**config.mk**
```make
export PLATFORM = sky130hd
export DESIGN_NAME = vgaTiming
export DESIGN_NICKNAME = d
export VERILOG_FILES = /design/src/textEditorPkg.sv /design/src/vgaTiming.sv
export SDC_FILE = /design/constraint.sdc
export NUM_CORES = 1
export LEC_CHECK = 0
export ABC_CLOCK_PERIOD_IN_PS = 4040
export BUFFER_PORTS_ARGS = -buffer_cell sky130_fd_sc_hd__buf_2
export CAP_MARGIN = 20
export CORE_MARGIN = 5
export CORE_UTILIZATION = 50
export DETAILED_ROUTE_END_ITERATION = 10
export HOLD_SLACK_MARGIN = 0.1
export PLACE_DENSITY_LB_ADDON = 0.3
export SLEW_MARGIN = 10
export SYNTH_ARGS = -nofsm -noshare
export SYNTH_HDL_FRONTEND = slang
export SYNTH_SLANG_ARGS = --single-unit
```
**constraint.sdc**
```tcl
create_clock -name VGA_clk -period 4.04 [get_ports VGA_clk]
set_input_delay 1.01 -clock VGA_clk [delete_from_list [all_inputs] [get_ports VGA_clk]]
set_output_delay 1.01 -clock VGA_clk [all_outputs]
set_load 0.01 [all_outputs]
```
**src/textEditorPkg.sv**
```systemverilog
package textEditorPkg;

	// Geometry ------------------------------------------------------------
	localparam int charDim   = 16;	// Glyph edge in pixels
	localparam int charScale = 2;	// Pixel replication
	localparam int ramDepth  = 512;	// Text cells
	localparam int rowLength = 18;	// Cells per text row
	localparam int addrW     = 9;	// Cell address width

	typedef logic [7:0] keyCode_t;	// PS/2 scan code

	// Scan codes ----------------------------------------------------------
	localparam keyCode_t codeSpace     = 8'h29;	// Also the blank cell
	localparam keyCode_t codeBackspace = 8'h66;
	localparam keyCode_t codeDelete    = 8'h71;
	localparam keyCode_t codeLeft      = 8'h6B;
	localparam keyCode_t codeRight     = 8'h74;
	localparam keyCode_t codeUp        = 8'h75;
	localparam keyCode_t codeDown      = 8'h72;
	localparam keyCode_t codeBlock     = 8'h70;
	localparam keyCode_t codePeriod    = 8'h49;
	localparam keyCode_t codeA = 8'h1C, codeB = 8'h32, codeC = 8'h21, codeD = 8'h23;
	localparam keyCode_t codeE = 8'h24, codeF = 8'h2B, codeG = 8'h34, codeH = 8'h33;

	typedef enum logic [2:0] {opInsert, opBackspace, opDelete, opLeft, opRight, opUp, opDown}
		editOp_e;
	typedef enum logic [1:0] {stGetKey, stEdit, stWrite} editState_e;

	typedef struct packed {
		logic     valid;	// One-cycle pulse
		editOp_e  op;
		keyCode_t code;
	} keyEvent_t;

	typedef struct packed {
		logic [9:0] x;
		logic [9:0] y;
		logic       visible;	// Inside 640x480
	} rasterPos_t;

	typedef struct packed {
		logic red;
		logic green;
		logic blue;
	} rgb_t;

	// Glyph table ---------------------------------------------------------
	// Bit 0 is the top-left pixel and rows of 16 run left to right
	function automatic logic [0:255] glyphOf(input keyCode_t code);
		unique case (code)
			codeBlock:  return {64{4'hF}};
			codePeriod: return 256'h0000000000000000000000000000000000000000000000000000E000E000E000;
			codeA: return 256'h00001FE03870387070387038E01CE01CE01CFFFCFFFCE01CE01CE01CE01CE01C;
			codeB: return 256'h0000FFC0FFF0F078F03CF03CF038FFE0FFE0F038F03CF03CF03CF07CFFF8FFE0;
			codeC: return 256'h00001FF07FFCF81EF01EE000E000E000E000E000E000E000E01EF01E7FFC1FF0;
			codeD: return 256'h0000FFE0FFF8F03CF01CF00EF00EF00EF00EF00EF00EF00EF01CF03CFFF8FFE0;
			codeE: return 256'h0000FFFEFFFEE000E000E000E000FFFEFFFEE000E000E000E000E000FFFEFFFE;
			codeF: return 256'h0000FFFEFFFEF000F000F000F000FFFEFFFEF000F000F000F000F000F000F000;
			codeG: return 256'h00003FF07FF8F01EE00EC000C000C000C000C07EC07EC00EC00EF01E7FF83FF0;
			codeH: return 256'h0000E00EE00EE00EE00EE00EE00EFFFEFFFEE00EE00EE00EE00EE00EE00EE00E;
			default: return '0;	// Everything else is blank
		endcase
	endfunction

endpackage

```
**src/vgaTiming.sv**
```systemverilog
`timescale 1ns/1ps

module vgaTiming import textEditorPkg::*; (
	input  logic       VGA_clk,
	input  logic       Reset,
	output rasterPos_t pos,
	output logic       hSync,
	output logic       vSync
);

	// Horizontal line
	localparam int hVisible = 640;
	localparam int hFront   = 16;
	localparam int hSyncLen = 96;
	localparam int hBack    = 48;
	localparam int hTotal   = hVisible + hFront + hSyncLen + hBack;	// 800
	// Vertical frame
	localparam int vVisible = 480;
	localparam int vFront   = 10;
	localparam int vSyncLen = 2;
	localparam int vBack    = 33;
	localparam int vTotal   = vVisible + vFront + vSyncLen + vBack;	// 525

	logic [9:0] hCount;
	logic [9:0] vCount;
	logic       hSyncRaw;
	logic       vSyncRaw;
	logic [1:0] hSyncPipe;	// Matches renderer depth
	logic [1:0] vSyncPipe;

	always_ff @(posedge VGA_clk or posedge Reset) begin
		if (Reset) begin
			hCount    <= '0;
			vCount    <= '0;
			hSyncPipe <= 2'b11;	// Inactive high
			vSyncPipe <= 2'b11;
		end else begin
			hSyncPipe <= {hSyncPipe[0], hSyncRaw};
			vSyncPipe <= {vSyncPipe[0], vSyncRaw};
			if (hCount == 10'(hTotal - 1)) begin
				hCount <= '0;
				vCount <= (vCount == 10'(vTotal - 1)) ? '0 : vCount + 1'b1;	// Frame wrap
			end else begin
				hCount <= hCount + 1'b1;
			end
		end
	end

	assign hSyncRaw = !(hCount >= 10'(hVisible + hFront) &&
		hCount < 10'(hVisible + hFront + hSyncLen));	// Active low
	assign vSyncRaw = !(vCount >= 10'(vVisible + vFront) &&
		vCount < 10'(vVisible + vFront + vSyncLen));

	assign pos   = '{x: hCount, y: vCount,
		visible: (hCount < 10'(hVisible)) && (vCount < 10'(vVisible))};
	assign hSync = hSyncPipe[1];
	assign vSync = vSyncPipe[1];

endmodule

```
==> reports/qor.csv <==
metric,value,unit
status,finished clean,
synth.area.top_cells,"dfrtp_1 (42%), dfstp_2 (8.7%), ha_1 (5.2%), nand3_1 (4.6%), xor2_1 (4.4%)",
drc,0,
ys_ff_latch,24,
syn_inst,117,
p_leak,0.000637,µW
period_needed,2400,ps
grt_pass1_vias,932,
min_from,hSyncPipe[0],
io_buffers,24,
insertion_delay,320,ps
synthFlopType,dfrtp_1,
async_reset_ff_share,100,%
cts_buffers,3,
dp_hpwl,1840,µm
endpoint_kind,primary output,
peakVddDrop,0.170,mV
synth_common_cells,"dfrtp_1 (20), nand3_1 (11), inv_1 (7), o21ai_0 (7)",
place_inst,164,
clk_pin_slew_worst_paths,140,ps
post_cts_buffers,0,
finalHoldViolCount,0,
fin_setup_tns,0,ps
track_usage,16.6,%
drive_gt1_share,25.0,%
post-synth-top-count-cell,dfrtp_1,
antenna_found_initial,0,
cp_max_fo,6,
worstPathArrival,1390,ps
r2r_cells,5,
rows,17,
synth_top_area_cell,dfrtp_1,
power_density,263,nW/µm²
cts_tree,done,
grt_first_pass_wirelength,4350,µm
cts.htree.levels,1,
final_nets,148,
ctsRootBufferMaster,clkbuf_4,
worstSetupPathType,reg2out,
timing.rr.start,hCount[1],
final_max_slew_viol_count,0,
routed_wirelength,2560,µm
drv_cap,0,
wl_per_cell,15.2,µm
globalplace.congestion,0.779,
post-route-period-util,59.5,%
critical_path_required,3030,ps
avgSynthCellArea,10.3,µm²
setup_viol,0,
post_cts_resize_count,0,
ys_seq_area_share,50.3,%
first_pass_iters,4,
die_h,59.1,µm
post_synth_num_cell_types,33,
whs_path_depth,0,
synth_area,1200,µm²
synth_edf_count,0,
initial_core_util,53.4,%
worst_slew_pin_slew,880,ps
vias_per_cell,5.70,
ctsHoldBuffers,0,
first_iter_violations,35,
synth_top_area_share,41.5,%
critPathLaunchType,flop,
chipWidth,59.1,µm
ys_warn_count,0,
fmax,0.416,GHz
syn-num-nets,124,
hold_class,reg2reg,
relSlewSlack,41.2,%
crit_start,vCount[6],
num_io_pins,25,
num_vias,958,
grt_max_degree,25,
ant_nets,0,
clock_skew,18.0,ps
multi_input_area,543,µm²
antennaDiodeCount,0,
regArea,606,µm²
overflow,0,
clock_sinks,24,
final_cells,168,
power,357,µW
cts.path.max_buffers,2,
rsz0062_at_grt,false,
core_area,2250,µm²
syn2layout_area_growth,12.6,%
nFillCells,208,
dieArea,3490,µm²
## metrics by stage
stage | cell area (µm²) | utilization [%] | hold WS, ps | setup WS (ps)
2_1_floorplan | 1200 | - | 345 | 2120
3_3_place_gp | 1330 | 59.0 | 349 | 2080
3_5_place_dp | 1330 | 59.0 | 352 | 2000
4_1_cts | 1360 | 60.2 | 370 | 1610
5_1_grt | 1360 | 60.2 | 375 | 1540
6_report | 1360 | 60.2 | 367 | 1640
## layout by cell type (no fill, tap or decap), types with 3 or more instances in the layout
cell and instances:
clkbuf_4 3, buf_2 24, o21ai_0 7, inv_1 7, nand4_1 6, a21oi_1 3, and4_1 4, nand2_1 6
nor2_1 6, xnor2_1 4, dfrtp_1 20, and3_1 4, dfstp_2 4, xor2_1 6, nand3_1 11, nor3_1 4
ha_1 5
## routing by layer
layer,GRT usage [%],up-vias,share of wire [%]
met5,0,-,0
met4,8.41,0,2.0
met3,3.27,4,3.7
met2,24.4,20,48
met1,23.0,470,46
li1,-,464,-
## area by class of cell
cell class	instances	area share (%)
inverters	7	1.94
well taps	28	2.58
flip-flops and latches	24	44.6
multi-input cells	81	40.0
repair buffers	24	8.86
clock buffers	4	1.94
## sequential cells by signal (all words and copies together), names as in the netlist
name       flops
hCount        10
vCount        10
hSyncPipe      2
vSyncPipe      2
## report_power, final
part           internal (µW)  total, µW  switching (µW)
sequential               240        240               0
clock                   38.6        112            73.4
combinational          0.388       4.86            4.47
## worst max-delay path: stages (launching register included)
cell	delay [ps]
dfrtp_1	480
and3_1	220
nand2_1	70
and3_1	170
buf_2	130
## worst paths after layout
| check | endpoint | slack, ps |
|---|---|---|
| hold reg to reg | hSyncPipe[1] | 370 |
| hold / removal | hSyncPipe[1] | 370 |
| max in group asynchronous | hCount[7] | 2640 |
| setup / recovery | pos[0] | 1640 |
| min in group asynchronous | vCount[7] | 850 |
| setup reg to reg | vCount[9] | 2100 |
## kinds of logic (layout without fill, tap and decap cells)
| group | count (synthesis) | count (layout) | synth area share [%] |
|---|---|---|---|
| AO/OA/AOI/OAI | 16 | 16 | 7.58 |
| AND/OR/NAND/NOR | 50 | 50 | 25.0 |
| flip-flops | 24 | 24 | 50.3 |
| XOR/XNOR | 10 | 10 | 7.27 |
| buffers and inverters | 12 | 35 | 4.67 |
| adder cells (fa/ha/maj) | 5 | 5 | 5.19 |
Note: power is estimated with default switching activity, not from simulation.
