`config.mk`:
```
export PLATFORM = sky130hd
export DESIGN_NAME = keyDecoder
export DESIGN_NICKNAME = d
export VERILOG_FILES = /design/src/textEditorPkg.sv /design/src/keyDecoder.sv
export SDC_FILE = /design/constraint.sdc
export NUM_CORES = 1
export LEC_CHECK = 0
export ABC_AREA = 1
export BUFFER_PORTS_ARGS = -buffer_cell sky130_fd_sc_hd__buf_4
export CORE_UTILIZATION = 45
export CTS_CLUSTER_SIZE = 30
export DETAILED_ROUTE_END_ITERATION = 8
export GPL_ROUTABILITY_DRIVEN = 0
export PLACE_DENSITY = 0.84
export RECOVER_POWER = 100
export SYNTH_ARGS = -nofsm -noshare
export SYNTH_HDL_FRONTEND = slang
export SYNTH_SLANG_ARGS = --single-unit
```
`constraint.sdc`:
```
create_clock -name VGA_clk -period 1.51 [get_ports VGA_clk]
set_clock_uncertainty 0.15 [all_clocks]
set_input_delay 0.453 -clock VGA_clk [delete_from_list [all_inputs] [get_ports VGA_clk]]
set_output_delay 0.453 -clock VGA_clk [all_outputs]
set_load 0.02 [all_outputs]
```
`src/textEditorPkg.sv`:
```
package textEditorPkg;

	// Geometry ------------------------------------------------------------
	localparam int charDim   = 16;	// Glyph edge in pixels
	localparam int charScale = 2;	// Pixel replication
	localparam int ramDepth  = 512;	// Text cells
	localparam int rowLength = 18;	// Cells per text row
	localparam int addrW     = 9;	// Cell address width

	typedef logic [7:0] keyCode_t;	// PS/2 scan code

	// Scan codes ----------------------------------------------------------
	localparam keyCode_t codeSpace     = 8'h29;	// Also the blank cell
	localparam keyCode_t codeBackspace = 8'h66;
	localparam keyCode_t codeDelete    = 8'h71;
	localparam keyCode_t codeLeft      = 8'h6B;
	localparam keyCode_t codeRight     = 8'h74;
	localparam keyCode_t codeUp        = 8'h75;
	localparam keyCode_t codeDown      = 8'h72;
	localparam keyCode_t codeBlock     = 8'h70;
	localparam keyCode_t codePeriod    = 8'h49;
	localparam keyCode_t codeA = 8'h1C, codeB = 8'h32, codeC = 8'h21, codeD = 8'h23;
	localparam keyCode_t codeE = 8'h24, codeF = 8'h2B, codeG = 8'h34, codeH = 8'h33;

	typedef enum logic [2:0] {opInsert, opBackspace, opDelete, opLeft, opRight, opUp, opDown}
		editOp_e;
	typedef enum logic [1:0] {stGetKey, stEdit, stWrite} editState_e;

	typedef struct packed {
		logic     valid;	// One-cycle pulse
		editOp_e  op;
		keyCode_t code;
	} keyEvent_t;

	typedef struct packed {
		logic [9:0] x;
		logic [9:0] y;
		logic       visible;	// Inside 640x480
	} rasterPos_t;

	typedef struct packed {
		logic red;
		logic green;
		logic blue;
	} rgb_t;

	// Glyph table ---------------------------------------------------------
	// Bit 0 is the top-left pixel and rows of 16 run left to right
	function automatic logic [0:255] glyphOf(input keyCode_t code);
		unique case (code)
			codeBlock:  return {64{4'hF}};
			codePeriod: return 256'h0000000000000000000000000000000000000000000000000000E000E000E000;
			codeA: return 256'h00001FE03870387070387038E01CE01CE01CFFFCFFFCE01CE01CE01CE01CE01C;
			codeB: return 256'h0000FFC0FFF0F078F03CF03CF038FFE0FFE0F038F03CF03CF03CF07CFFF8FFE0;
			codeC: return 256'h00001FF07FFCF81EF01EE000E000E000E000E000E000E000E01EF01E7FFC1FF0;
			codeD: return 256'h0000FFE0FFF8F03CF01CF00EF00EF00EF00EF00EF00EF00EF01CF03CFFF8FFE0;
			codeE: return 256'h0000FFFEFFFEE000E000E000E000FFFEFFFEE000E000E000E000E000FFFEFFFE;
			codeF: return 256'h0000FFFEFFFEF000F000F000F000FFFEFFFEF000F000F000F000F000F000F000;
			codeG: return 256'h00003FF07FF8F01EE00EC000C000C000C000C07EC07EC00EC00EF01E7FF83FF0;
			codeH: return 256'h0000E00EE00EE00EE00EE00EE00EFFFEFFFEE00EE00EE00EE00EE00EE00EE00E;
			default: return '0;	// Everything else is blank
		endcase
	endfunction

endpackage

```
`src/keyDecoder.sv`:
```
`timescale 1ns/1ps

module keyDecoder import textEditorPkg::*; (
	input  logic       VGA_clk,
	input  logic       Reset,
	input  keyCode_t   keyCode,
	input  logic       keyReleased,
	output keyEvent_t  keyEvent
);

	logic [1:0] busyCount;	// Cycles left in the busy window
	logic       eventValid;
	editOp_e    eventOp;
	keyCode_t   eventCode;
	logic       accept;

	assign accept = keyReleased && (busyCount == 2'd0);	// Pulses while busy are dropped

	always_ff @(posedge VGA_clk or posedge Reset) begin
		if (Reset) begin
			busyCount  <= 2'd0;
			eventValid <= 1'b0;
		end else begin
			eventValid <= accept;
			if (accept)
				busyCount <= 2'd3;	// Controller needs GETKEY, EDIT, WRITE
			else if (busyCount != 2'd0)
				busyCount <= busyCount - 2'd1;
		end
	end

	// Classify on the sampling edge
	always_ff @(posedge VGA_clk) begin
		if (accept) begin
			eventCode <= keyCode;
			unique case (keyCode)
				codeBackspace: eventOp <= opBackspace;
				codeDelete:    eventOp <= opDelete;
				codeLeft:      eventOp <= opLeft;
				codeRight:     eventOp <= opRight;
				codeUp:        eventOp <= opUp;
				codeDown:      eventOp <= opDown;
				default:       eventOp <= opInsert;	// Any printable or unknown key
			endcase
		end
	end

	assign keyEvent = '{valid: eventValid, op: eventOp, code: eventCode};

endmodule

```
==> flow_summary_export.csv <==
group,metric,value,unit
power_and_ir_drop,ir_drop,965.7,uV
critical_path,startpoint_type,"flip-flop",
logic_synthesis,syn-num-nets,70,
sta,relSlewSlack,0.8151,
floorplanning,dieArea,1502,um2
detailed_routing,vias,456,
critical_path,ff2ff_path_depth,4,
global_routing,grt_max_degree,13,
flow_run,maxCapViolations,0,
logic_synthesis,ys_top_cells_by_count,"nand2_1, edfxtp_1, inv_1",
sta,period_needed,1.431,ns
detailed_routing,ant_nets,0,
power_and_ir_drop,p_leak,0.3602,nW
cts,cts-htree-levels,1,
logic_synthesis,yosysTopAreaCell,"edfxtp_1",
critical_path,critPathCaptureType,"flip-flop",
floorplanning,rows,12,
floorplanning,ios,23,
run_status,outcome,"finished, final reports clean",
logic_synthesis,syn_area,608.1,um2
detailed_routing,dr.pass1.iters,4,
sta,maxSlewViolCount,0,
sta,finalSetupViolations,0,
detailed_routing,drc,0,
logic_synthesis,ys_ff_latch,14,
min_path,min_delay_path_depth,1,
logic_synthesis,syn-mean-instance-area,10.48,um2
detailed_routing,wl,1.192,mm
floorplanning,start_util,0.5127,
cts,numCtsBuffers,3,
cts,worstSkewPairLatency,0.27,ns
floorplanning,die_h,38.76,um
sta,holdWs,0.2388,ns
sta,rsz0062_at_grt,"false",
place,place.port_buffers,22,
floorplanning,die_x,38.76,um
logic_synthesis,synth.top_cell.area_share,0.5432,
cts,clk_pin_slew,0.08,ns
place,dp_hpwl,905.6,um
critical_path,crit_arrival,1.25,ns
global_routing,grt.total_usage,0.2007,
sta,fin_crit_sh,0.9477,
global_routing,grt_pass1_wl,1.918,mm
layout,final_layout_size_suffix_gt1_frac,0.2857,
cts,cts.sinks,14,
global_routing,overflow,0,
logic_synthesis,synth-edff-count,11,
critical_path,critPathKind,"reg2reg",
logic_synthesis,dominantRegCellSynth,"edfxtp_1",
logic_synthesis,synth_area_leaders,"edfxtp_1, dfrtp_1, nand2_1",
logic_synthesis,synth-seq-area-share,0.6667,
global_routing,grt_pass1_vias,424,
cts,cts_root_buffer,"clkbuf_4",
layout,fin_nets,97,
logic_synthesis,syn_inst,58,
logic_synthesis,synth_cell_types,15,
logic_synthesis,yosysWarningCount,0,
detailed_routing,vias_per_cell,4.653,
layout,insertedDiodeCount,0,
logic_synthesis,async_flop_share,0.2143,
floorplanning,core,1186,um2
sta,finalSetupTns,0,ns
critical_path,crit_required,1.33,ns
logic_synthesis,yosysMostFrequentCell,"nand2_1",
sta,fmax,698.8,MHz
layout,syn2layout_area_growth,25.72,%
cts,cts_tree,"yes",
min_path,worstHoldPathType,"in2reg",
detailed_routing,drtIter0Drc,16,
sta,hold_violations,0,
detailed_routing,wire_per_inst,12.16,um
critical_path,crit_fanout,12,
cts,clock_path_buffers,2,
sta,worst_pin_slew,0.2763,ns
global_routing,antenna_found_initial,0,
power_and_ir_drop,powerDensity,1457,nW/um2
-- worst max-delay path: stages (launching register included) --
cell	delay, ns
dfrtp_1	0.37
inv_2	0.06
ha_1	0.21
nand2_1	0.10
clkinvlp_4	0.24
-- repair_timing --
action                                  4_1_cts  5_1_grt
endpoints found under the hold margin         3        0
setup buffers                                 0        0
endpoints found under the setup margin        0       11
gates resized for setup                       0        1
hold buffers                                  1        0
-- worst paths after layout --
check	from	to	slack, ns
worst max register to register	busyCount[0]	eventCode[3]	0.08
worst min register to register	busyCount[1]	busyCount[1]	0.40
worst max-delay path	busyCount[0]	eventCode[3]	0.08
max in group asynchronous	Reset	busyCount[0]	0.62
worst min-delay path	keyCode[7]	eventCode[7]	0.24
min in group asynchronous	Reset	eventValid	0.45
-- per-layer routing --
layer  part of all wire  vias to the layer above  global-route usage
met3              0.064                        2             0.05202
met5                  0                        -                   0
li1                   -                      234                   -
met1               0.41                      198              0.2395
met2               0.51                       22              0.3292
met4              0.011                        0              0.1034
-- cell type report --
class                           instances  area (um2)
Fill cell                             104       421.7
Sequential cell                        14       405.4
Multi-Input combinational cell         31       146.4
Timing Repair Buffer                   23       118.9
Inverter                               12       50.05
Clock buffer                            4       26.28
Tap cell                               14       17.52
-- cell families after synthesis --
group / Yosys count / synth area share
and+or+nand+nor: 28 / 0.2017
DFF: 14 / 0.6667
buffers and inverters: 13 / 0.08847
AOI/OAI and AO/OA: 2 / 0.02263
adders and majority gates: 1 / 0.02057
-- sequential cells by signal, indices dropped and copies added (netlist names) --
name        cells
eventOp         3
busyCount       2
eventValid      1
eventCode       8
-- stage by stage --
stage / instances / setup WS [ns] / cell area [um2] / util / power, mW
final: 98 / 0.07901 / 764.5 / 0.6445 / 1.114
after global routing: 98 / 0.02959 / 764.5 / 0.6445 / 1.180
after CTS: 98 / 0.001516 / 819.5 / 0.6909 / 1.144
after detailed placement: 93 / 0.03351 / 783.3 / 0.6603 / 0.9298
after global placement: 93 / 0.09226 / 783.3 / 0.6603 / 0.9003
after floorplan: 58 / 0.1683 / 608.1 / - / 0.7964
-- cell usage in the layout (no fill, tap or decap), types with 2 or more instances in the layout --
cell type and instances:
nor2_1 6, dfrtp_1 3, nand2_1 17, edfxtp_1 11
clkbuf_4 5, nand3_1 2, inv_2 2, nand3b_1 2
clkbuf_1 8, inv_1 8, clkbuf_2 12
-- where the power goes --
part / leakage, nW / switching [mW] / total (mW) / internal [mW]
Combinational: 0.205 / 0.239 / 0.358 / 0.119
Sequential: 0.141 / 0.0290 / 0.543 / 0.514
Clock: 0.0150 / 0.111 / 0.213 / 0.102
Note: power is estimated with default switching activity, not from simulation.
