==> config.mk <==
export PLATFORM = sky130hd
export DESIGN_NAME = editController
export DESIGN_NICKNAME = d
export VERILOG_FILES = /design/src/textEditorPkg.sv /design/src/editController.sv
export SDC_FILE = /design/constraint.sdc
export NUM_CORES = 1
export LEC_CHECK = 0
export BUFFER_PORTS_ARGS = -buffer_cell sky130_fd_sc_hd__buf_2
export CORE_UTILIZATION = 25
export DETAILED_ROUTE_END_ITERATION = 8
export PLACE_DENSITY = 0.44
export SLEW_MARGIN = 20
export SYNTH_ARGS = -nofsm -noshare
export SYNTH_HDL_FRONTEND = slang
export SYNTH_SLANG_ARGS = --single-unit
==> constraint.sdc <==
create_clock -name VGA_clk -period 3.3 [get_ports VGA_clk]
set_clock_uncertainty 0.15 [all_clocks]
set_input_delay 0.33 -clock VGA_clk [delete_from_list [all_inputs] [get_ports VGA_clk]]
set_output_delay 0.33 -clock VGA_clk [all_outputs]
set_load 0.05 [all_outputs]
==> src/textEditorPkg.sv <==
package textEditorPkg;

	// Geometry ------------------------------------------------------------
	localparam int charDim   = 16;	// Glyph edge in pixels
	localparam int charScale = 2;	// Pixel replication
	localparam int ramDepth  = 512;	// Text cells
	localparam int rowLength = 18;	// Cells per text row
	localparam int addrW     = 9;	// Cell address width

	typedef logic [7:0] keyCode_t;	// PS/2 scan code

	// Scan codes ----------------------------------------------------------
	localparam keyCode_t codeSpace     = 8'h29;	// Also the blank cell
	localparam keyCode_t codeBackspace = 8'h66;
	localparam keyCode_t codeDelete    = 8'h71;
	localparam keyCode_t codeLeft      = 8'h6B;
	localparam keyCode_t codeRight     = 8'h74;
	localparam keyCode_t codeUp        = 8'h75;
	localparam keyCode_t codeDown      = 8'h72;
	localparam keyCode_t codeBlock     = 8'h70;
	localparam keyCode_t codePeriod    = 8'h49;
	localparam keyCode_t codeA = 8'h1C, codeB = 8'h32, codeC = 8'h21, codeD = 8'h23;
	localparam keyCode_t codeE = 8'h24, codeF = 8'h2B, codeG = 8'h34, codeH = 8'h33;

	typedef enum logic [2:0] {opInsert, opBackspace, opDelete, opLeft, opRight, opUp, opDown}
		editOp_e;
	typedef enum logic [1:0] {stGetKey, stEdit, stWrite} editState_e;

	typedef struct packed {
		logic     valid;	// One-cycle pulse
		editOp_e  op;
		keyCode_t code;
	} keyEvent_t;

	typedef struct packed {
		logic [9:0] x;
		logic [9:0] y;
		logic       visible;	// Inside 640x480
	} rasterPos_t;

	typedef struct packed {
		logic red;
		logic green;
		logic blue;
	} rgb_t;

	// Glyph table ---------------------------------------------------------
	// Bit 0 is the top-left pixel and rows of 16 run left to right
	function automatic logic [0:255] glyphOf(input keyCode_t code);
		unique case (code)
			codeBlock:  return {64{4'hF}};
			codePeriod: return 256'h0000000000000000000000000000000000000000000000000000E000E000E000;
			codeA: return 256'h00001FE03870387070387038E01CE01CE01CFFFCFFFCE01CE01CE01CE01CE01C;
			codeB: return 256'h0000FFC0FFF0F078F03CF03CF038FFE0FFE0F038F03CF03CF03CF07CFFF8FFE0;
			codeC: return 256'h00001FF07FFCF81EF01EE000E000E000E000E000E000E000E01EF01E7FFC1FF0;
			codeD: return 256'h0000FFE0FFF8F03CF01CF00EF00EF00EF00EF00EF00EF00EF01CF03CFFF8FFE0;
			codeE: return 256'h0000FFFEFFFEE000E000E000E000FFFEFFFEE000E000E000E000E000FFFEFFFE;
			codeF: return 256'h0000FFFEFFFEF000F000F000F000FFFEFFFEF000F000F000F000F000F000F000;
			codeG: return 256'h00003FF07FF8F01EE00EC000C000C000C000C07EC07EC00EC00EF01E7FF83FF0;
			codeH: return 256'h0000E00EE00EE00EE00EE00EE00EFFFEFFFEE00EE00EE00EE00EE00EE00EE00E;
			default: return '0;	// Everything else is blank
		endcase
	endfunction

endpackage

==> src/editController.sv <==
`timescale 1ns/1ps

module editController import textEditorPkg::*; #(
	parameter int ramDepth  = textEditorPkg::ramDepth,
	parameter int rowLength = textEditorPkg::rowLength
) (
	input  logic             VGA_clk,
	input  logic             Reset,
	input  keyEvent_t        keyEvent,
	output logic             ramWrite,
	output logic [addrW-1:0] writeAddr,
	output keyCode_t         writeData,
	output logic [addrW-1:0] cursorPos
);

	localparam logic [addrW-1:0] writeLimit = addrW'(ramDepth - 2);	// Last cell is kept empty
	localparam logic [addrW-1:0] rowStep    = addrW'(rowLength);

	editState_e state;
	editOp_e    curOp;	// Operation latched in GETKEY
	keyCode_t   curCode;

	// Control path --------------------------------------------------------
	always_ff @(posedge VGA_clk or posedge Reset) begin
		if (Reset) begin
			state     <= stGetKey;
			cursorPos <= '0;
			ramWrite  <= 1'b0;
		end else begin
			unique case (state)
				stGetKey: begin
					ramWrite <= 1'b0;
					if (keyEvent.valid)
						state <= stEdit;
				end
				stEdit: begin
					state    <= stWrite;
					ramWrite <= (curOp == opInsert) || (curOp == opBackspace) ||
						(curOp == opDelete);	// Arrows never write
					unique case (curOp)
						opInsert: if (cursorPos < writeLimit) cursorPos <= cursorPos + 1'b1;
						opBackspace, opLeft: begin
							if (cursorPos > '0)
								cursorPos <= cursorPos - 1'b1;
						end
						opDelete: ;	// Cursor stays put
						opRight: if (cursorPos < writeLimit) cursorPos <= cursorPos + 1'b1;
						opUp: if (cursorPos >= rowStep) cursorPos <= cursorPos - rowStep;
						opDown: begin
							if (cursorPos <= writeLimit - rowStep)
								cursorPos <= cursorPos + rowStep;
						end
						default: ;
					endcase
				end
				stWrite: begin
					state    <= stGetKey;
					ramWrite <= 1'b0;	// Single-cycle strobe
				end
				default: state <= stGetKey;
			endcase
		end
	end

	// Key latch and write payload -----------------------------------------
	always_ff @(posedge VGA_clk) begin
		if (state == stGetKey && keyEvent.valid) begin
			curOp   <= keyEvent.op;
			curCode <= keyEvent.code;
		end
		if (state == stEdit) begin
			writeAddr <= cursorPos;
			writeData <= curCode;
			unique case (curOp)
				opBackspace: begin
					writeData <= codeSpace;	// Erase the previous cell
					if (cursorPos > '0)
						writeAddr <= cursorPos - 1'b1;
				end
				opDelete: writeData <= codeSpace;
				default: ;
			endcase
		end
	end

endmodule

==> out/metrics.yaml <==
sta:
  clock.fmax_mhz: 356.2
  finalHoldViolations: 0
  rsz0062_at_grt: "no"
  final.setup.tns_ns: 0
  slew_headroom_pct: 33.04
  period_minus_slack_ns: 2.808
  drv_slew: 0
  setup_ws_ns: 0.4925
  min_period_over_period_pct: 85.08
  setup_viol: 0
  tightest_slew_ns: 0.9998
critical_path:
  startpoint_type: "flip-flop"
  crit_cells: 7
  endpoint_kind: "flip-flop"
  crit_type: "reg2reg"
  ff2ff_path_depth: 7
  worst_ep_required_time_ns: 3.20
  critPathLaunch: "cursorPos[0]"
  worstPathCellList: "clkinv_1, ha_1, nor2b_1, and3_1, nor3_1, nand3_1, xnor2_1"
  reg2reg_from: "cursorPos[0]"
  timing.critical_path.buf_inv: 1
  critPathMaxStageDelay_ns: 0.53
  cp_top_family: "simple AND/OR/NAND/NOR gates"
  cp.arrival_ns: 2.71
  crit_path_max_fanout: 9
  r2r_setup_slack_ns: 0.49
  crit_slowest_cell: "dfrtp_1"
  reg2reg_to: "writeAddr[3]"
  crit_end: "writeAddr[3]"
clock_network:
  cts_tree: "done"
  htreeDepth: 2
  clock_path_buffers: 2
  cts-buffers-inserted: 5
  clk_pin_slew_worst_paths_ns: 0.09
  clk_latency_ns: 0.30
  cts_setup_buffers: 0
  clockRootBuffer: "clkbuf_8"
  cts.sinks: 40
yosys:
  ys.flop_type: "edfxtp_1"
  synth_edf_count: 28
  netlist_area_sq_mm: 0.002532
  syn_inst: 250
  yosys-top-cells-area: "edfxtp_1 33%, dfrtp_1 12%, a21oi_1 4.0%"
  ys_seq_area_share_pct: 45.06
  synth-async-reset-ratio_pct: 30.00
  yosys.area.top_type: "edfxtp_1"
  synth.avg_cell_area_sq_um: 10.13
  synthMostInstantiatedCell: "edfxtp_1"
  synth_warnings: 0
  ys_ff_latch: 40
  synth.top_cells.by_count: "28 x edfxtp_1, 20 x a21oi_1, 17 x nand2_1, 15 x nor2_1"
  syn-num-nets: 271
  synth_top_area_share_pct: 33.20
  synth_cell_types: 61
die:
  fp-row-count: 36
  die_h_microns: 102.6
  initial_core_util_pct: 25.91
  core_sq_mm: 0.009774
  ioPinCount: 41
  die_w_microns: 102.6
  dieArea_sq_mm: 0.01054
routing:
  vias_per_cell: 4.866
  post_drt_wl_per_cell_microns: 15.44
  drt_iter0_markers: 204
  drc: 0
  drt_pass1_iterations: 4
  wl_microns: 6455
  detail-route-antenna-nets: 0
  route.vias.total: 2034
status:
  status: "complete, no violations"
run:
  drv_cap: 0
placement:
  dp.cells: 409
  dp_worst_setup_slack_ns: 0.5168
  gp_congestion: 0.8347
  dp_hpwl_microns: 4637
  portBuffers: 40
  placed_area_sq_mm: 0.002825
cells_and_area:
  finalNonFillerCells: 418
  final_nets: 305
  fin_area_sq_mm: 0.002950
  area_delta_synth_final_pct: 16.50
  num-fill-cells: 1061
  drive_gt1_share_pct: 25.26
  antenna_cells: 0
worst_hold_path:
  hold_class: "in2reg"
global_route:
  grt_pass1_wl_microns: 10520
  grt.overflow.total: 0
  antenna_found_initial: 0
  grt_use_total_pct: 13.27
  grt_max_degree: 24
  grt_pass1_vias: 2002
power_and_ir_drop:
  p_total_w: 0.002520
  p_leak_nw: 1.135
  p_per_area_mw_per_mm2: 854.0
  ir_drop_v: 0.0002625
## layer usage
layer / vias up / routed length, microns / global-route usage (%)
met4: 0 / 93 / 4.066
li1: 985 / - / -
met1: 970 / 2878 / 18.15
met2: 69 / 3038 / 21.08
met3: 10 / 445 / 2.644
met5: - / 0 / 0
## final cells by class
cell class              instances  area (sq um)  share of cell area [%]
clock inverters                 3         46.29                   1.569
repair buffers                 45         240.2                   8.142
well taps                     133         166.4                   5.640
flip-flops and latches         40          1141                   38.68
clock buffers                   5         68.82                   2.332
inverters                       8         30.03                   1.018
multi-input cells             184          1257                   42.62
## layout by cell type, fill, tap and decap left out, drive strengths merged, types with 6 or more instances in the layout
master	instances
o21ai	11
dfrtp	12
edfxtp	28
nand3	7
buf	44
nand2	18
a21oi	20
or2	7
ha	7
nor2b	12
xnor2	10
nor3	6
nor2	15
inv	8
## cells by family after synthesis
kind of cell	after synthesis	share of synthesized area (%)
XOR/XNOR	14	4.842
buffers and inverters	26	5.385
AND/OR/NAND/NOR	89	20.26
flip-flops	40	45.06
adder cells (fa/ha/maj)	7	3.458
multiplexers	6	3.063
AO/OA/AOI/OAI	68	17.94
## where the power goes
group	switching, W	leakage, nW	internal [W]
Clock	0.000197	0.0548	0.000228
Combinational	0.000774	0.666	0.000426
Sequential	0.000234	0.414	0.000660
Total	0.00121	1.13	0.00131
## worst reg2reg max path, stage by stage, from the launching register on
cell,delay [ns]
dfrtp_1,0.53
clkinv_1,0.31
ha_1,0.31
nor2b_1,0.19
and3_1,0.27
nor3_1,0.44
nand3_1,0.20
xnor2_1,0.16
## worst min path at each step
stage	cells after the start	slack [ns]	endpoint	from
final	1	0.05	curCode[5]	keyEvent[5]
after floorplan	1	0.04	cursorPos[0]	Reset
after CTS	1	0.04	curCode[5]	keyEvent[5]
after global routing	1	0.03	curCode[5]	keyEvent[5]
after detailed placement	2	0.28	state[0]	Reset
after global placement	2	0.29	state[0]	Reset
## state kept, by name, summed over array words and instances (netlist names)
register and count:
curOp 3, writeAddr 9, writeData 8, state 2, cursorPos 9, curCode 8
ramWrite 1
## what timing repair did
action / CTS / global route
hold endpoints to repair: 12 / 0
hold buffers: 1 / 0
gates resized for setup: 0 / 0
## per-stage QoR
| stage | utilization, % | hold WS, ns |
|---|---|---|
| floorplan | - | 0.04470 |
| global placement | 28.90 | 0.2892 |
| detailed placement | 28.90 | 0.2828 |
| CTS | 30.18 | 0.04117 |
| global route | 30.18 | 0.03278 |
| finish | 30.18 | 0.05092 |
Power figures use the tool's default switching activity.
