**src/textEditorPkg.sv**
```systemverilog
package textEditorPkg;

	// Geometry ------------------------------------------------------------
	localparam int charDim   = 16;	// Glyph edge in pixels
	localparam int charScale = 2;	// Pixel replication
	localparam int ramDepth  = 512;	// Text cells
	localparam int rowLength = 18;	// Cells per text row
	localparam int addrW     = 9;	// Cell address width

	typedef logic [7:0] keyCode_t;	// PS/2 scan code

	// Scan codes ----------------------------------------------------------
	localparam keyCode_t codeSpace     = 8'h29;	// Also the blank cell
	localparam keyCode_t codeBackspace = 8'h66;
	localparam keyCode_t codeDelete    = 8'h71;
	localparam keyCode_t codeLeft      = 8'h6B;
	localparam keyCode_t codeRight     = 8'h74;
	localparam keyCode_t codeUp        = 8'h75;
	localparam keyCode_t codeDown      = 8'h72;
	localparam keyCode_t codeBlock     = 8'h70;
	localparam keyCode_t codePeriod    = 8'h49;
	localparam keyCode_t codeA = 8'h1C, codeB = 8'h32, codeC = 8'h21, codeD = 8'h23;
	localparam keyCode_t codeE = 8'h24, codeF = 8'h2B, codeG = 8'h34, codeH = 8'h33;

	typedef enum logic [2:0] {opInsert, opBackspace, opDelete, opLeft, opRight, opUp, opDown}
		editOp_e;
	typedef enum logic [1:0] {stGetKey, stEdit, stWrite} editState_e;

	typedef struct packed {
		logic     valid;	// One-cycle pulse
		editOp_e  op;
		keyCode_t code;
	} keyEvent_t;

	typedef struct packed {
		logic [9:0] x;
		logic [9:0] y;
		logic       visible;	// Inside 640x480
	} rasterPos_t;

	typedef struct packed {
		logic red;
		logic green;
		logic blue;
	} rgb_t;

	// Glyph table ---------------------------------------------------------
	// Bit 0 is the top-left pixel and rows of 16 run left to right
	function automatic logic [0:255] glyphOf(input keyCode_t code);
		unique case (code)
			codeBlock:  return {64{4'hF}};
			codePeriod: return 256'h0000000000000000000000000000000000000000000000000000E000E000E000;
			codeA: return 256'h00001FE03870387070387038E01CE01CE01CFFFCFFFCE01CE01CE01CE01CE01C;
			codeB: return 256'h0000FFC0FFF0F078F03CF03CF038FFE0FFE0F038F03CF03CF03CF07CFFF8FFE0;
			codeC: return 256'h00001FF07FFCF81EF01EE000E000E000E000E000E000E000E01EF01E7FFC1FF0;
			codeD: return 256'h0000FFE0FFF8F03CF01CF00EF00EF00EF00EF00EF00EF00EF01CF03CFFF8FFE0;
			codeE: return 256'h0000FFFEFFFEE000E000E000E000FFFEFFFEE000E000E000E000E000FFFEFFFE;
			codeF: return 256'h0000FFFEFFFEF000F000F000F000FFFEFFFEF000F000F000F000F000F000F000;
			codeG: return 256'h00003FF07FF8F01EE00EC000C000C000C000C07EC07EC00EC00EF01E7FF83FF0;
			codeH: return 256'h0000E00EE00EE00EE00EE00EE00EFFFEFFFEE00EE00EE00EE00EE00EE00EE00E;
			default: return '0;	// Everything else is blank
		endcase
	endfunction

endpackage

```
**src/charRenderer.sv**
```systemverilog
`timescale 1ns/1ps

module charRenderer import textEditorPkg::*; #(
	parameter int ramDepth  = textEditorPkg::ramDepth,
	parameter int rowLength = textEditorPkg::rowLength
) (
	input  logic             VGA_clk,
	input  logic             Reset,
	input  rasterPos_t       pos,
	input  keyCode_t         readData,
	input  logic [addrW-1:0] cursorPos,
	output logic [addrW-1:0] readAddr,
	output rgb_t             pixel
);

	localparam logic [15:0] lastCell  = 16'(ramDepth - 1);
	localparam logic [9:0]  textWidth = 10'(charDim * rowLength);	// Scaled x limit

	logic [9:0]  xDiv;	// Position in glyph pixels
	logic [9:0]  yDiv;
	logic [9:0]  colIdx;	// Cell column
	logic [9:0]  rowIdx;	// Cell row
	logic [15:0] cellIndex;
	logic [3:0]  glyphX;
	logic [3:0]  glyphY;
	logic [7:0]  glyphIdx;
	logic        cursorHit;
	logic [0:255] glyphBits;

	// Stage 1 side pipeline beside the RAM read
	logic       visibleQ;
	logic       inTextQ;
	logic [7:0] glyphIdxQ;
	logic       cursorHitQ;

	// Cell addressing -----------------------------------------------------
	assign xDiv      = 10'(pos.x / charScale);
	assign yDiv      = 10'(pos.y / charScale);
	assign colIdx    = 10'(xDiv / charDim);
	assign rowIdx    = 10'(yDiv / charDim);
	assign glyphX    = 4'(xDiv % charDim);
	assign glyphY    = 4'(yDiv % charDim);
	assign glyphIdx  = {glyphY, glyphX};	// Row-major index into the pattern
	assign cellIndex = 16'(rowIdx) * 16'(rowLength) + 16'(colIdx);
	assign readAddr  = (cellIndex > lastCell) ? addrW'(lastCell) : addrW'(cellIndex);	// Clamp

	// Cursor bar covers the two left glyph columns
	assign cursorHit = (readAddr == cursorPos) && (glyphX < 4'd2);

	always_ff @(posedge VGA_clk or posedge Reset) begin
		if (Reset) begin
			visibleQ   <= 1'b0;
			inTextQ    <= 1'b0;
			cursorHitQ <= 1'b0;
		end else begin
			visibleQ   <= pos.visible;
			inTextQ    <= xDiv < textWidth;
			cursorHitQ <= cursorHit;
		end
	end

	always_ff @(posedge VGA_clk) begin
		glyphIdxQ <= glyphIdx;
	end

	// Colour stage --------------------------------------------------------
	assign glyphBits = glyphOf(readData);

	always_ff @(posedge VGA_clk or posedge Reset) begin
		if (Reset)
			pixel <= '0;
		else if (!visibleQ)
			pixel <= '0;	// Blanking
		else if (!inTextQ)
			pixel <= '{red: 1'b1, green: 1'b1, blue: 1'b1};	// Right margin
		else if (cursorHitQ)
			pixel <= '{red: 1'b0, green: 1'b1, blue: 1'b0};
		else if (glyphBits[glyphIdxQ])
			pixel <= '{red: 1'b1, green: 1'b0, blue: 1'b1};	// Green text inverted
		else
			pixel <= '{red: 1'b1, green: 1'b1, blue: 1'b1};	// Paper
	end

endmodule

```
**config.mk**
```make
export PLATFORM = sky130hd
export DESIGN_NAME = charRenderer
export DESIGN_NICKNAME = d
export VERILOG_FILES = /design/src/textEditorPkg.sv /design/src/charRenderer.sv
export SDC_FILE = /design/constraint.sdc
export NUM_CORES = 1
export LEC_CHECK = 0
export BUFFER_PORTS_ARGS = -buffer_cell sky130_fd_sc_hd__buf_2
export CORE_MARGIN = 1
export CORE_UTILIZATION = 60
export DETAILED_ROUTE_END_ITERATION = 6
export GPL_ROUTABILITY_DRIVEN = 0
export GPL_TIMING_DRIVEN = 0
export HOLD_SLACK_MARGIN = 0.15
export MAX_ROUTING_LAYER = met4
export PLACE_DENSITY = 0.85
export SLEW_MARGIN = 20
export SYNTH_ARGS = -nofsm -noshare
export SYNTH_HDL_FRONTEND = slang
export SYNTH_SLANG_ARGS = --single-unit
export TNS_END_PERCENT = 1
```
**constraint.sdc**
```tcl
create_clock -name VGA_clk -period 4.2 [get_ports VGA_clk]
set_clock_uncertainty 0.15 [all_clocks]
set_input_delay 0.63 -clock VGA_clk [delete_from_list [all_inputs] [get_ports VGA_clk]]
set_output_delay 0.63 -clock VGA_clk [all_outputs]
set_load 0.1 [all_outputs]
```
==> metrics.md <==
| Metric | Value |
|---|---|
| Synth area leader | `dfxtp_1` |
| Simple-gate share of the synthesized area | `0.337` |
| Reg2reg setup slack | `about 1.1 ns` |
| ANT nets after route | `0` |
| RSZ-0062 raised after global routing | `false` |
| Hold depth | `1` |
| Status | `finished, violations left` |
| Pins Over Slew Limit | `0` |
| Post-synth net total | `414` |
| Final non-filler cell area | `around 0.003 sq mm` |
| Clock root buffer | `clkbuf_8` |
| Post-layout util | `0.709` |
| Fin crit period | `around 4 ns` |
| Most frequent cells in the layout | `buf_2, nand2_1, nor2_1, o21ai_0, a21oi_1` |
| Post-CTS Setup Inserts | `0` |
| R2r endpoint | `pixel[1]` |
| Placement Cell Area | `just over 0.003 sq mm` |
| GRT Resource Usage Total | `0.424` |
| Max frequency | `approximately 0.25 GHz` |
| Vias | `3598` |
| Failing checks | `design-rule violations` |
| CTS buffer count | `3` |
| Adder-cell share of the synthesized area | `0.0514` |
| Post-synthesis compound-gate area fraction | `0.374` |
| Endpoints failing setup | `0` |
| Sink Count | `13` |
| Final hold violation count | `0` |
| Hold Crit Start | `inTextQ` |
| H-tree levels | `1` |
| Sequential-to-total area share from yosys stat | `0.105` |
| Largest net degree at the start of global routing | `11` |
| Clk Latency, worst-skew pair | `roughly 0.24 ns` |
| Max Root-Sink Buffers | `2` |
| CTS resizes | `0` |
| Multiplexer share of the synthesized area | `0.00734` |
| Crit end category | `output pin` |
| Initial Utilization | `0.627` |
| Port bufs | `48` |
| Mapped Area | `~0.0027 sq mm` |
| Leakage | `~0.0012 uW` |
| Slew HR | `0.527` |
| Worst hold path class | `reg2reg` |
| Post-synthesis async set-or-reset flop share | `0.385` |
| P&R area growth vs syn | `13.2%` |
| CTS clk-pin slew, worst paths | `0.05 ns` |
| Yosys top cell area share | `0.0587` |
| Vias in the first global route | `approximately 3400` |
| Pre-Repair DR Iteration Count | `7` |
| Distinct cells, synth | `90` |
| ANT cells | `0` |
| Type of origin of the critical path | `input pin` |
| Routed length per instance | `between 20 and 25 um` |
| First-pass GRT wire length | `roughly 16000 um` |
| YS warnings | `0` |
| Largest family of logic cells by synthesized area | `compound AO/OA/AOI/OAI gates` |
| Final WL | `between 9000 and 10000 um` |
| Via density | `around 7.7` |
| DIE WIDTH | `69.4 um` |
| Mean post-synth cell area | `~7.5 sq um` |
| Post-synth EDFFs | `0` |
| #FFs+latches synth | `13` |
| Final HPWL DP | `roughly 7300 um` |
| Most common cell after layout, fill and taps aside | `buf_2` |
| Critical path arrival | `between 3 and 4 ns` |
| Iteration-0 DRC count of the detailed router | `a little over 900` |
| Synth area leaders | `dfxtp_1, dfrtp_1, nand2_1, ha_1, o21ai_0` |
| Reg2reg start | `glyphIdxQ[4]` |
| # DRC | `106` |
| Row count | `24` |
| Fin nets | `approximately 470` |
| Setup TNS | `0 ns` |
| Crit-path max FO | `9` |
| Hold WS | `~0.28 ns` |
| Maximum VDD drop | `344 uV` |
| Die ar. | `roughly 0.0048 sq mm` |
| Hold endpoint | `pixel[0]` |
| Initial antenna violation count | `0` |
| Top FF cell, synth | `dfxtp_1` |
| Crit share post-route | `0.943` |
| CTS tree | `yes` |
| Slew @ Worst Pin | `~0.71 ns` |
| Core area | `between 0.004 and 0.005 sq mm` |
| Fraction of layout cells with a size suffix above 1 | `0.240` |
| Kind of critical path | `in2out` |
| Hold_buf cts | `1` |
| Chip Height | `a little under 70 um` |
| Number of top-level pins | `52` |
| Max-cap violations | `0` |
| CP required | `3.42 ns` |
| Pwr Density | `around 220 mW/mm^2` |
| XOR/XNOR Fraction of Synth Area | `0.0546` |
| Gr ovfl total | `0` |
| Worst-case reg-to-reg path depth | `8` |
| Syn Inst Count | `364` |
==> worst max-delay path by stage <==
| stage | startpoint | endpoint | cells after the start |
|---|---|---|---|
| 2_1_floorplan | pos[7] | cursorHitQ | 10 |
| 3_3_place_gp | pos[7] | readAddr[4] | 9 |
| 3_5_place_dp | pos[7] | readAddr[4] | 9 |
| 4_1_cts | pos[7] | readAddr[4] | 9 |
| 5_1_grt | pos[7] | readAddr[4] | 9 |
| 6_report | pos[7] | readAddr[4] | 9 |
==> per-layer routing <==
metal	up-vias	routed length (um)	global-route usage	part of all wire
li1	1547	-	-	-
met1	1576	3540	0.516	0.36
met5	-	0	-	0
met2	377	4240	0.628	0.43
met3	98	1440	0.138	0.15
met4	0	563	0.213	0.058
==> report_power, final <==
part           internal [uW]  switching [uW]  total [uW]
Clock                   66.6            39.1         106
Sequential               131            4.78         136
Combinational            119             315         434
Total                    317             359         676
==> critical path: stages <==
cell and delay, ns:
buf_2 0.12, ha_1 0.29, ha_1 0.23, fa_1 0.51, nand2_1 0.12, o21ai_0 0.08
a32oi_1 0.58, o21ai_1 0.25, buf_2 0.36
==> layout make-up <==
class                   instances  area [sq um]
multi-input cells             313          2250
fillers                       334          1260
flip-flops and latches         13           285
repair buffers                 49           250
plain buffers                  29           159
well taps                      52          65.1
clock buffers                   4          45.0
inverters                       9          33.8
==> cells in the mapped netlist (6+ instances only) <==
cell and number:
ha_1 8, nand2b_1 7, a211oi_1 6, o32ai_1 6, nor3_1 16, nor4_1 7
dfxtp_1 8, a2111oi_0 9, o2111ai_1 6, o21ai_0 19, nand3_1 9, xnor2_1 10
xor2_1 7, clkbuf_1 11, inv_1 7, o22ai_1 6, buf_2 9, nor2_1 22
nand2_1 30, a21oi_1 18
==> state kept, by name, summed over array words and instances, names as in the netlist <==
signal      cells
pixel           2
cursorHitQ      1
glyphIdxQ       8
inTextQ         1
visibleQ        1
==> cell families (layout without fill, tap and decap cells) <==
group | after synthesis | count (layout)
compound gates | 134 | 134
xor+xnor | 17 | 17
buf+inv | 38 | 91
mux | 2 | 2
fa+ha+maj | 10 | 10
flops | 13 | 13
simple gates | 150 | 150
==> stage by stage <==
step | setup slack (ns) | power (uW) | instances
CTS | 0.246 | 668 | 469
finish | 0.240 | 676 | 469
global route | 0.0570 | 710 | 469
global placement | 0.312 | 551 | 464
detailed placement | 0.256 | 558 | 464
floorplan | 0.221 | 467 | 364
No activity file was read; power rests on OpenSTA's default activity.
